==> config.mk <==
export PLATFORM = sky130hd
export DESIGN_NAME = serial_bus_top
export DESIGN_NICKNAME = d
export VERILOG_FILES = /design/src/hdl/serial_bus_pkg.sv /design/src/hdl/serial_link_if.sv /design/src/hdl/bus_arbiter.sv /design/src/hdl/master_port.sv /design/src/hdl/serial_bus_top.sv /design/src/hdl/slave_in_port.sv /design/src/hdl/slave_memory.sv
export SDC_FILE = /design/constraint.sdc
export NUM_CORES = 2
export LEC_CHECK = 0
export BUFFER_PORTS_ARGS = -buffer_cell sky130_fd_sc_hd__buf_2
export CAP_MARGIN = 40
export CORE_ASPECT_RATIO = 0.5
export CORE_UTILIZATION = 55
export DETAILED_ROUTE_END_ITERATION = 8
export PLACE_DENSITY_LB_ADDON = 0.08
export SYNTH_ARGS = -nofsm -noshare
export SYNTH_HDL_FRONTEND = slang
export SYNTH_SLANG_ARGS = --single-unit
==> constraint.sdc <==
create_clock -name clk -period 7.8 [get_ports clk]
set_clock_uncertainty 0.15 [all_clocks]
set_input_delay 0.78 -clock clk [delete_from_list [all_inputs] [get_ports clk]]
set_output_delay 0.78 -clock clk [all_outputs]
set_load 0.1 [all_outputs]
==> src/hdl/serial_bus_pkg.sv <==
`default_nettype none

package serial_bus_pkg;

	// Link payload widths.
	localparam int ADDR_W = 12;
	localparam int DATA_W = 8;

	// Address bit 11 picks the slave.
	localparam int SEL_BIT = 11;

	// Each slave holds 256 bytes, indexed by address bits 7:0.
	localparam int MEM_DEPTH = 256;
	localparam int MEM_IDX_W = 8;

	localparam int NUM_MASTERS = 2;
	localparam int NUM_SLAVES = 2;

	typedef logic [ADDR_W-1:0] addr_t;
	typedef logic [DATA_W-1:0] data_t;

endpackage

`default_nettype wire

==> src/hdl/serial_link_if.sv <==
`timescale 1ns/100ps
`default_nettype none

interface serial_link_if;

	// Request side.
	logic valid;
	logic write_en;
	logic tx_address;
	logic tx_data;

	// Response side.
	logic ready;
	logic rx_data;
	logic done;

	modport master (
		output valid, write_en, tx_address, tx_data,
		input ready, rx_data, done
	);

	modport slave (
		input valid, write_en, tx_address, tx_data,
		output ready, rx_data, done
	);

endinterface

`default_nettype wire

==> src/hdl/bus_arbiter.sv <==
`timescale 1ns/100ps
`default_nettype none

module bus_arbiter (
	input wire logic clk,
	input wire logic reset,
	input wire logic bus_req0,
	input wire logic bus_req1,
	output logic bus_gnt0,
	output logic bus_gnt1,
	serial_link_if.slave m_link0,
	serial_link_if.slave m_link1,
	serial_link_if.master s_link0,
	serial_link_if.master s_link1
);
	import serial_bus_pkg::*;

	// One-hot owner, all zero when the link is free.
	logic [NUM_MASTERS-1:0] gnt_q;
	logic last_served;

	logic valid;
	logic write_en;
	logic tx_address;
	logic tx_data;
	logic ready_all;
	logic rx_any;
	logic done_any;

	always_ff @(posedge clk or posedge reset)
	begin
		if (reset)
		begin
			gnt_q <= '0;
			// Master 0 goes first after reset.
			last_served <= 1'b1;
		end
		else if (gnt_q == '0)
		begin
			if (bus_req0 && (!bus_req1 || last_served))
			begin
				gnt_q <= 2'b01;
				last_served <= 1'b0;
			end
			else if (bus_req1)
			begin
				gnt_q <= 2'b10;
				last_served <= 1'b1;
			end
		end
		else if ((gnt_q[0] && !bus_req0) || (gnt_q[1] && !bus_req1))
			gnt_q <= '0;
	end

	assign bus_gnt0 = gnt_q[0];
	assign bus_gnt1 = gnt_q[1];

	// Owner's request lines go to both slaves.
	assign valid = (gnt_q[0] & m_link0.valid) | (gnt_q[1] & m_link1.valid);
	assign write_en = (gnt_q[0] & m_link0.write_en) | (gnt_q[1] & m_link1.write_en);
	assign tx_address = (gnt_q[0] & m_link0.tx_address) | (gnt_q[1] & m_link1.tx_address);
	assign tx_data = (gnt_q[0] & m_link0.tx_data) | (gnt_q[1] & m_link1.tx_data);

	assign s_link0.valid = valid;
	assign s_link0.write_en = write_en;
	assign s_link0.tx_address = tx_address;
	assign s_link0.tx_data = tx_data;
	assign s_link1.valid = valid;
	assign s_link1.write_en = write_en;
	assign s_link1.tx_address = tx_address;
	assign s_link1.tx_data = tx_data;

	// Unselected slaves return zeros, so OR is enough.
	assign ready_all = s_link0.ready & s_link1.ready;
	assign rx_any = s_link0.rx_data | s_link1.rx_data;
	assign done_any = s_link0.done | s_link1.done;

	assign m_link0.ready = gnt_q[0] & ready_all;
	assign m_link0.rx_data = gnt_q[0] & rx_any;
	assign m_link0.done = gnt_q[0] & done_any;
	assign m_link1.ready = gnt_q[1] & ready_all;
	assign m_link1.rx_data = gnt_q[1] & rx_any;
	assign m_link1.done = gnt_q[1] & done_any;

endmodule

`default_nettype wire

==> src/hdl/master_port.sv <==
`timescale 1ns/100ps
`default_nettype none

module master_port (
	input wire logic clk,
	input wire logic reset,
	input wire logic req,
	input wire logic write,
	input serial_bus_pkg::addr_t addr,
	input serial_bus_pkg::data_t wdata,
	output logic ack,
	output serial_bus_pkg::data_t rdata,
	output logic bus_req,
	input wire logic bus_gnt,
	serial_link_if.master link
);
	import serial_bus_pkg::*;

	typedef enum logic [2:0] {
		IDLE,
		ARB,
		HANDSHAKE,
		SHIFT,
		WAIT_DONE,
		ACK
	} state_t;

	state_t state;
	logic write_q;
	logic [$clog2(ADDR_W)-1:0] bit_cnt;
	addr_t addr_q;
	data_t data_q;

	// Control path.
	always_ff @(posedge clk or posedge reset)
	begin
		if (reset)
		begin
			state <= IDLE;
			write_q <= 1'b0;
			bit_cnt <= '0;
		end
		else
		begin
			case (state)
				IDLE:
				begin
					// Wait for the previous grant to clear.
					if (req && !bus_gnt)
					begin
						write_q <= write;
						state <= ARB;
					end
				end
				ARB:
				begin
					if (bus_gnt)
						state <= HANDSHAKE;
				end
				HANDSHAKE:
				begin
					if (link.ready)
					begin
						bit_cnt <= '0;
						state <= SHIFT;
					end
				end
				SHIFT:
				begin
					bit_cnt <= bit_cnt + 1'b1;
					if (bit_cnt == ADDR_W - 1)
						state <= WAIT_DONE;
				end
				WAIT_DONE:
				begin
					if (link.done)
						state <= ACK;
				end
				ACK:
				begin
					if (!req)
						state <= IDLE;
				end
				default:
					state <= IDLE;
			endcase
		end
	end

	// Payload shift registers, LSB first on the wire.
	always_ff @(posedge clk)
	begin
		if (state == IDLE && req)
		begin
			addr_q <= addr;
			data_q <= wdata;
		end
		else if (state == SHIFT)
		begin
			addr_q <= {1'b0, addr_q[ADDR_W-1:1]};
			data_q <= {1'b0, data_q[DATA_W-1:1]};
		end
		// Read bits arrive LSB first until done.
		if (state == WAIT_DONE && !link.done && !write_q)
			rdata <= {link.rx_data, rdata[DATA_W-1:1]};
	end

	assign bus_req = (state == ARB) || (state == HANDSHAKE) ||
		(state == SHIFT) || (state == WAIT_DONE);
	assign ack = (state == ACK);

	assign link.valid = (state == HANDSHAKE);
	assign link.write_en = write_q;
	assign link.tx_address = (state == SHIFT) & addr_q[0];
	assign link.tx_data = (state == SHIFT) & data_q[0];

endmodule

`default_nettype wire

==> src/hdl/serial_bus_top.sv <==
`timescale 1ns/100ps
`default_nettype none

module serial_bus_top (
	input wire logic clk,
	input wire logic reset,
	input wire logic m0_req,
	input wire logic m0_write,
	input serial_bus_pkg::addr_t m0_addr,
	input serial_bus_pkg::data_t m0_wdata,
	output logic m0_ack,
	output serial_bus_pkg::data_t m0_rdata,
	input wire logic m1_req,
	input wire logic m1_write,
	input serial_bus_pkg::addr_t m1_addr,
	input serial_bus_pkg::data_t m1_wdata,
	output logic m1_ack,
	output serial_bus_pkg::data_t m1_rdata
);

	logic bus_req0;
	logic bus_req1;
	logic bus_gnt0;
	logic bus_gnt1;

	serial_link_if m_link0 ();
	serial_link_if m_link1 ();
	serial_link_if s_link0 ();
	serial_link_if s_link1 ();

	master_port u_master0 (
		.clk (clk),
		.reset (reset),
		.req (m0_req),
		.write (m0_write),
		.addr (m0_addr),
		.wdata (m0_wdata),
		.ack (m0_ack),
		.rdata (m0_rdata),
		.bus_req (bus_req0),
		.bus_gnt (bus_gnt0),
		.link (m_link0.master)
	);

	master_port u_master1 (
		.clk (clk),
		.reset (reset),
		.req (m1_req),
		.write (m1_write),
		.addr (m1_addr),
		.wdata (m1_wdata),
		.ack (m1_ack),
		.rdata (m1_rdata),
		.bus_req (bus_req1),
		.bus_gnt (bus_gnt1),
		.link (m_link1.master)
	);

	bus_arbiter u_arbiter (
		.clk (clk),
		.reset (reset),
		.bus_req0 (bus_req0),
		.bus_req1 (bus_req1),
		.bus_gnt0 (bus_gnt0),
		.bus_gnt1 (bus_gnt1),
		.m_link0 (m_link0.slave),
		.m_link1 (m_link1.slave),
		.s_link0 (s_link0.master),
		.s_link1 (s_link1.master)
	);

	slave_memory #(.SLAVE_ID(1'b0)) u_slave0 (
		.clk (clk),
		.reset (reset),
		.link (s_link0.slave)
	);

	slave_memory #(.SLAVE_ID(1'b1)) u_slave1 (
		.clk (clk),
		.reset (reset),
		.link (s_link1.slave)
	);

endmodule

`default_nettype wire

==> src/hdl/slave_in_port.sv <==
`timescale 1ns/100ps
`default_nettype none

module slave_in_port (
	input wire logic clk,
	input wire logic reset,
	serial_link_if.slave link,
	output serial_bus_pkg::addr_t address,
	output serial_bus_pkg::data_t data,
	output logic rx_done
);
	import serial_bus_pkg::*;

	// Zero is idle and 1 to 12 count the address bit cycles.
	logic [$clog2(ADDR_W+1)-1:0] addr_state;
	logic idle;
	logic handshake;

	// Stay busy through the cycle that reports the address.
	assign idle = (addr_state == '0) & ~rx_done;
	assign link.ready = idle;
	assign handshake = link.valid & idle;

	always_ff @(posedge clk or posedge reset)
	begin
		if (reset)
		begin
			addr_state <= '0;
			rx_done <= 1'b0;
		end
		else
		begin
			rx_done <= 1'b0;
			if (addr_state == '0)
			begin
				if (handshake)
					addr_state <= addr_state + 1'b1;
			end
			else if (addr_state == ADDR_W)
			begin
				addr_state <= '0;
				rx_done <= 1'b1;
			end
			else
				addr_state <= addr_state + 1'b1;
		end
	end

	// Bits arrive LSB first and shift down from the top.
	always_ff @(posedge clk)
	begin
		if (addr_state != '0)
		begin
			address <= {link.tx_address, address[ADDR_W-1:1]};
			// Data rides along the first 8 address cycles.
			if (addr_state <= DATA_W)
				data <= {link.tx_data, data[DATA_W-1:1]};
		end
	end

endmodule

`default_nettype wire

==> src/hdl/slave_memory.sv <==
`timescale 1ns/100ps
`default_nettype none

module slave_memory #(
	parameter logic [$clog2(serial_bus_pkg::NUM_SLAVES)-1:0] SLAVE_ID = '0
) (
	input wire logic clk,
	input wire logic reset,
	serial_link_if.slave link
);
	import serial_bus_pkg::*;

	data_t mem [MEM_DEPTH];

	serial_link_if in_link ();

	addr_t address;
	data_t data;
	logic rx_done;

	logic selected;
	logic write_done;
	logic read_start;
	data_t rd_byte;

	logic rd_busy;
	logic [$clog2(DATA_W)-1:0] bit_cnt;
	logic [DATA_W-2:0] shift_q;

	// The input port sees the link only while no read is returning.
	assign in_link.valid = link.valid & ~rd_busy;
	assign in_link.tx_address = link.tx_address;
	assign in_link.tx_data = link.tx_data;
	assign link.ready = in_link.ready & ~rd_busy;

	slave_in_port u_in_port (
		.clk (clk),
		.reset (reset),
		.link (in_link.slave),
		.address (address),
		.data (data),
		.rx_done (rx_done)
	);

	// Decode.
	assign selected = (address[SEL_BIT] == SLAVE_ID);
	assign write_done = rx_done & selected & link.write_en;
	assign read_start = rx_done & selected & ~link.write_en;
	assign rd_byte = mem[address[MEM_IDX_W-1:0]];

	always_ff @(posedge clk)
	begin
		if (write_done)
			mem[address[MEM_IDX_W-1:0]] <= data;
	end

	// Bit 0 goes out with rx_done and bits 1 to 7 come from the shifter.
	always_ff @(posedge clk or posedge reset)
	begin
		if (reset)
		begin
			rd_busy <= 1'b0;
			bit_cnt <= '0;
			shift_q <= '0;
		end
		else if (read_start)
		begin
			rd_busy <= 1'b1;
			bit_cnt <= '0;
			shift_q <= rd_byte[DATA_W-1:1];
		end
		else if (rd_busy)
		begin
			shift_q <= shift_q >> 1;
			bit_cnt <= bit_cnt + 1'b1;
			if (bit_cnt == DATA_W - 1)
				rd_busy <= 1'b0;
		end
	end

	// Both stay zero unless this slave was addressed.
	assign link.rx_data = read_start ? rd_byte[0] : shift_q[0];
	assign link.done = write_done | (rd_busy & (bit_cnt == DATA_W - 1));

endmodule

`default_nettype wire

==> impl.org <==
** Synthesis
- The number of different library cells used by synthesis comes to 70.
- Total nets after synthesis :: 7687
- Synthesized area per cell :: around 21 µm²
- sky130_fd_sc_hd__edfxtp_1 takes more of the synthesized area than any other cell.
- Post-Synthesis Cells :: 7631
- The top cell type by area accounts for ~77% of the synthesized area.
- Mapped cell area :: 164000 µm²
- Synth top cells by count :: sky130_fd_sc_hd__edfxtp_1 (4192), sky130_fd_sc_hd__mux4_2 (1006), sky130_fd_sc_hd__nor2_1 (553)
- Share of synthesized registers carrying an async set or reset :: 1.20%
- Ranking of synthesized cells by area :: sky130_fd_sc_hd__edfxtp_1 (77%), sky130_fd_sc_hd__mux4_2 (14%), sky130_fd_sc_hd__a22oi_1 (2.1%), sky130_fd_sc_hd__nor2_1 (1.3%), sky130_fd_sc_hd__dfrtp_1 (0.77%)
- Number of enable-type register cells in the synthesized netlist :: 4192
- For this run, the register share of the synthesized area comes to 77.9%.
- Yosys printed 0 warnings.
- By instance count, the leading cell after synthesis is sky130_fd_sc_hd__edfxtp_1.
- Synth Flop Type :: sky130_fd_sc_hd__edfxtp_1
- Flop and latch count out of synthesis :: 4259

** Worst setup path
- Sum of buffers and inverters on the critical path :: 4
- Data arrival, critical path :: 5590 ps
- The critical path in this run is classified as register to register.
- STA classifies the critical path startpoint as a register.
- Worst-path cell with the longest stage delay :: sky130_fd_sc_hd__nor4_1
- Endpoint kind of the worst setup timing path :: register
- Cell chain of the critical path :: buf_16, buf_4, buf_4, mux4_2, a22oi_1, a21oi_1, nor4_1, buf_2, o22ai_1, o21ai_1, o21ai_1
- Critical Path RT :: 8470 ps
- In this run the worst path has a maximum fanout of 30.
- CP max stage delay :: slightly above 700 ps
- The kind of cell with the highest combined delay along the critical path is buffers and inverters.

** Timing
- Setup repair after global routing missed its margin :: no
- Clock period minus worst slack :: 4920 ps
- Worst-case headroom to the max-slew limit :: between 10% and 20%
- Maximum clock frequency :: a little over 200 MHz
- The number of failing hold endpoints at the final stage came to 0.
- Of the available clock period, the critical path in the final layout requires a little over three fifths.
- The tightest hold path in the finished design has a slack of 47.5 ps.
- Setup violations remaining at the end of the flow were counted as 0.
- Slew at the pin closest to its max-slew limit :: 1260 ps
- Setup_tns :: 0 ps
- The number of slew-limit violations in the final report came to 0.

** Pwr
- Summed over all cells, the static leakage comes to ~56 nW.
- Overall power consumption after layout is estimated at 67.9 mW.
- IR analysis of the VDD net gives a maximum drop of 0.000390 V.
- Power spread over the standard cell area amounts to 374 nW/µm².

** Min path
- Path class of the lowest-slack min-delay path :: primary input to register

** Drt
- In this run the remaining antenna-violating nets after routing total 0.
- Remaining DRCs :: 0
- Total wire length :: 396 mm
- 1st-iter DRT viols :: 10100
- Across all layers, the routed design uses 79600 vias.
- Wire per inst :: 32.7 µm
- Detail-routed via count per cell :: roughly 6.6
- The first detailed-routing pass took 6 iterations.

** Die
- Number of top-level pins :: 64
- The core region is 296000 µm².
- Die Span Y :: between 300 and 400 µm
- The die covers ~300000 µm².
- Measured along the x axis, the die boundary spans 773 µm.
- In this run the core area contains 141 standard-cell rows.
- The initial utilization of the core area, before any placement, comes to between 50% and 60%.

** Placed design
- Detailed placement finished with a half-perimeter wire length of 238 mm.
- The count of buffers added on input and output ports is 63.
- Routability-driven placement finished with a final weighted congestion of ~0.83.

** GRT
- Pin count of the biggest net entering global routing :: 257
- Global routing consumed, over all layers together, 26.2% of the routing resources.
- For this run the aggregate overflow at the end of global routing stands at 0.
- The number of global-route vias before repair was 80700.
- Initial antenna violation count :: 16
- First-pass GRT wire length :: around 570 mm

** Clock tree
- The number of clock buffers added by TritonCTS is 365.
- The tree is rooted in a sky130_fd_sc_hd__clkbuf_16.
- Number of sinks on the clock net :: 4259
- Resize count post-CTS :: 0
- Longest Clk Path Bufs :: 4
- In this run the post-CTS setup repair buffer count came out at 0.
- CTS H-tree lvls :: 5
- Insertion delay to the later sink of the worst-skew pair :: 930 ps
- Clock slew at reported path FFs :: 70 ps
- CTS tree :: yes

** Outcome
- The run finished with clean final reports.

** Layout
- Relative to the synthesized area, the layout overhead comes to 11.0%.
- Of the cells placed in the final design, the portion with a size suffix greater than 1 is a little under a quarter.
- Number of inserted filler cells in the final layout :: 20100
- Net count, final :: 7942

** Run
- Number of max-cap violations :: 0
==> placed cells by master (no fill, tap or decap), types with 13 or more instances in the layout <==
master                          synthesis  routed
sky130_fd_sc_hd__buf_2                 93      78
sky130_fd_sc_hd__mux2i_1               70      70
sky130_fd_sc_hd__nand3_1               48      46
sky130_fd_sc_hd__nor2b_1               23      19
sky130_fd_sc_hd__inv_1                 22      21
sky130_fd_sc_hd__edfxtp_1            4192    4192
sky130_fd_sc_hd__mux4_2              1006    1006
sky130_fd_sc_hd__nand2_2                0      18
sky130_fd_sc_hd__clkbuf_16              0     376
sky130_fd_sc_hd__clkbuf_1             261      82
sky130_fd_sc_hd__dlygate4sd3_1          0      32
sky130_fd_sc_hd__mux2_2                63      63
sky130_fd_sc_hd__nand2b_1              13      13
sky130_fd_sc_hd__o21ai_1               26      26
sky130_fd_sc_hd__buf_12                 0      43
sky130_fd_sc_hd__nand2_1               99      81
sky130_fd_sc_hd__dfrtp_1               50      50
sky130_fd_sc_hd__clkinvlp_4             0      16
sky130_fd_sc_hd__a21oi_1              241     241
sky130_fd_sc_hd__buf_16                 0      27
sky130_fd_sc_hd__o21ai_0               33      33
sky130_fd_sc_hd__o22ai_1               34      34
sky130_fd_sc_hd__nor4_1                58      58
sky130_fd_sc_hd__clkinv_1               3      73
sky130_fd_sc_hd__buf_4                 33     153
sky130_fd_sc_hd__a22oi_1              462     462
sky130_fd_sc_hd__nor2_1               553     551
sky130_fd_sc_hd__clkinv_2               0      67
sky130_fd_sc_hd__bufinv_16              0      29
==> path summary, 6_finish.rpt <==
check	end	depth (start not counted)	slack (ps)	from
hold / removal	u_master1.addr_q[0]	2	50	m1_addr[0]
min in group asynchronous	u_slave0.shift_q[3]	3	230	reset
max in group asynchronous	u_master1.bit_cnt[3]	4	6160	reset
setup reg to reg	u_slave0.shift_q[5]	11	2880	register
hold reg to reg	u_slave1.u_in_port.address[8]	0	270	u_slave1.u_in_port.address[9]
setup / recovery	u_slave0.shift_q[5]	11	2880	register
==> stage by stage <==
stage / util (%) / std cells / worst slack, ps / area [µm²]
3_5_place_dp: 57.3 / 11400 / 2860 / 169000
4_1_cts: 61.4 / 12100 / 2840 / 181000
5_1_grt: 61.5 / 12100 / 2580 / 182000
6_report: 61.5 / 12100 / 2880 / 182000
2_1_floorplan: - / 7631 / 3590 / 164000
3_3_place_gp: 56.8 / 11300 / 2010 / 168000
==> power breakdown <==
| group | total (mW) | switching [mW] | internal (mW) | leakage (nW) |
|---|---|---|---|---|
| clock | 18.0 | 8.17 | 9.88 | 5.63 |
| combinational | 20.4 | 13.1 | 7.28 | 11.4 |
| sequential | 29.4 | 0.638 | 28.8 | 38.7 |
==> metal layers <==
metal	vias up	track usage [%]	share of wire, %
li1	32600	-	-
met1	42700	38.9	42
met2	3685	41.1	47
met3	636	4.50	8.3
met4	6	7.15	2.9
met5	-	0	0.0073
==> kinds of logic (layout without fill, tap and decap cells) <==
group                    after synthesis  count (layout)  share of synthesized area, %
multiplexers                        1139            1139                          14.7
adder cells (fa/ha/maj)               10              10                        0.0765
AND/OR/NAND/NOR                      859             859                          2.27
AO/OA/AOI/OAI                        865             865                          3.52
other                                  0               1                             0
flip-flops                          4259            4259                          77.9
buffers and inverters                491            1041                          1.43
XOR/XNOR                               8               8                        0.0428
==> layout make-up <==
type / instances / area, µm² / share of cell area, %
antenna: 1 / 2.50 / 0.00138
multi-input combinational: 2881 / 33900 / 18.6
clock buffer: 465 / 9810 / 5.40
sequential: 4259 / 127000 / 70.2
tap: 3932 / 4920 / 2.71
inverter: 25 / 93.8 / 0.0517
clock inverter: 197 / 1730 / 0.951
timing repair buffer: 354 / 3690 / 2.03
==> sequential cells by signal, summed over array words and instances (netlist names), 8 cells and up, named ones only <==
name and cells:
u_slave1.u_in_port.data 8, u_slave0.mem 2048, u_slave1.u_in_port.address 12, u_slave0.u_in_port.data 8, u_master0.rdata 8, u_slave1.mem 2048, u_master0.addr_q 12, u_master1.rdata 8
u_master1.data_q 8, u_slave0.u_in_port.address 12, u_master1.addr_q 12, u_master0.data_q 8
==> repair_timing <==
action	CTS	global route
endpoints found under the setup margin	0	0
endpoints found under the hold margin	38	0
hold buffers	32	0
(Power assumes the default switching activity.)
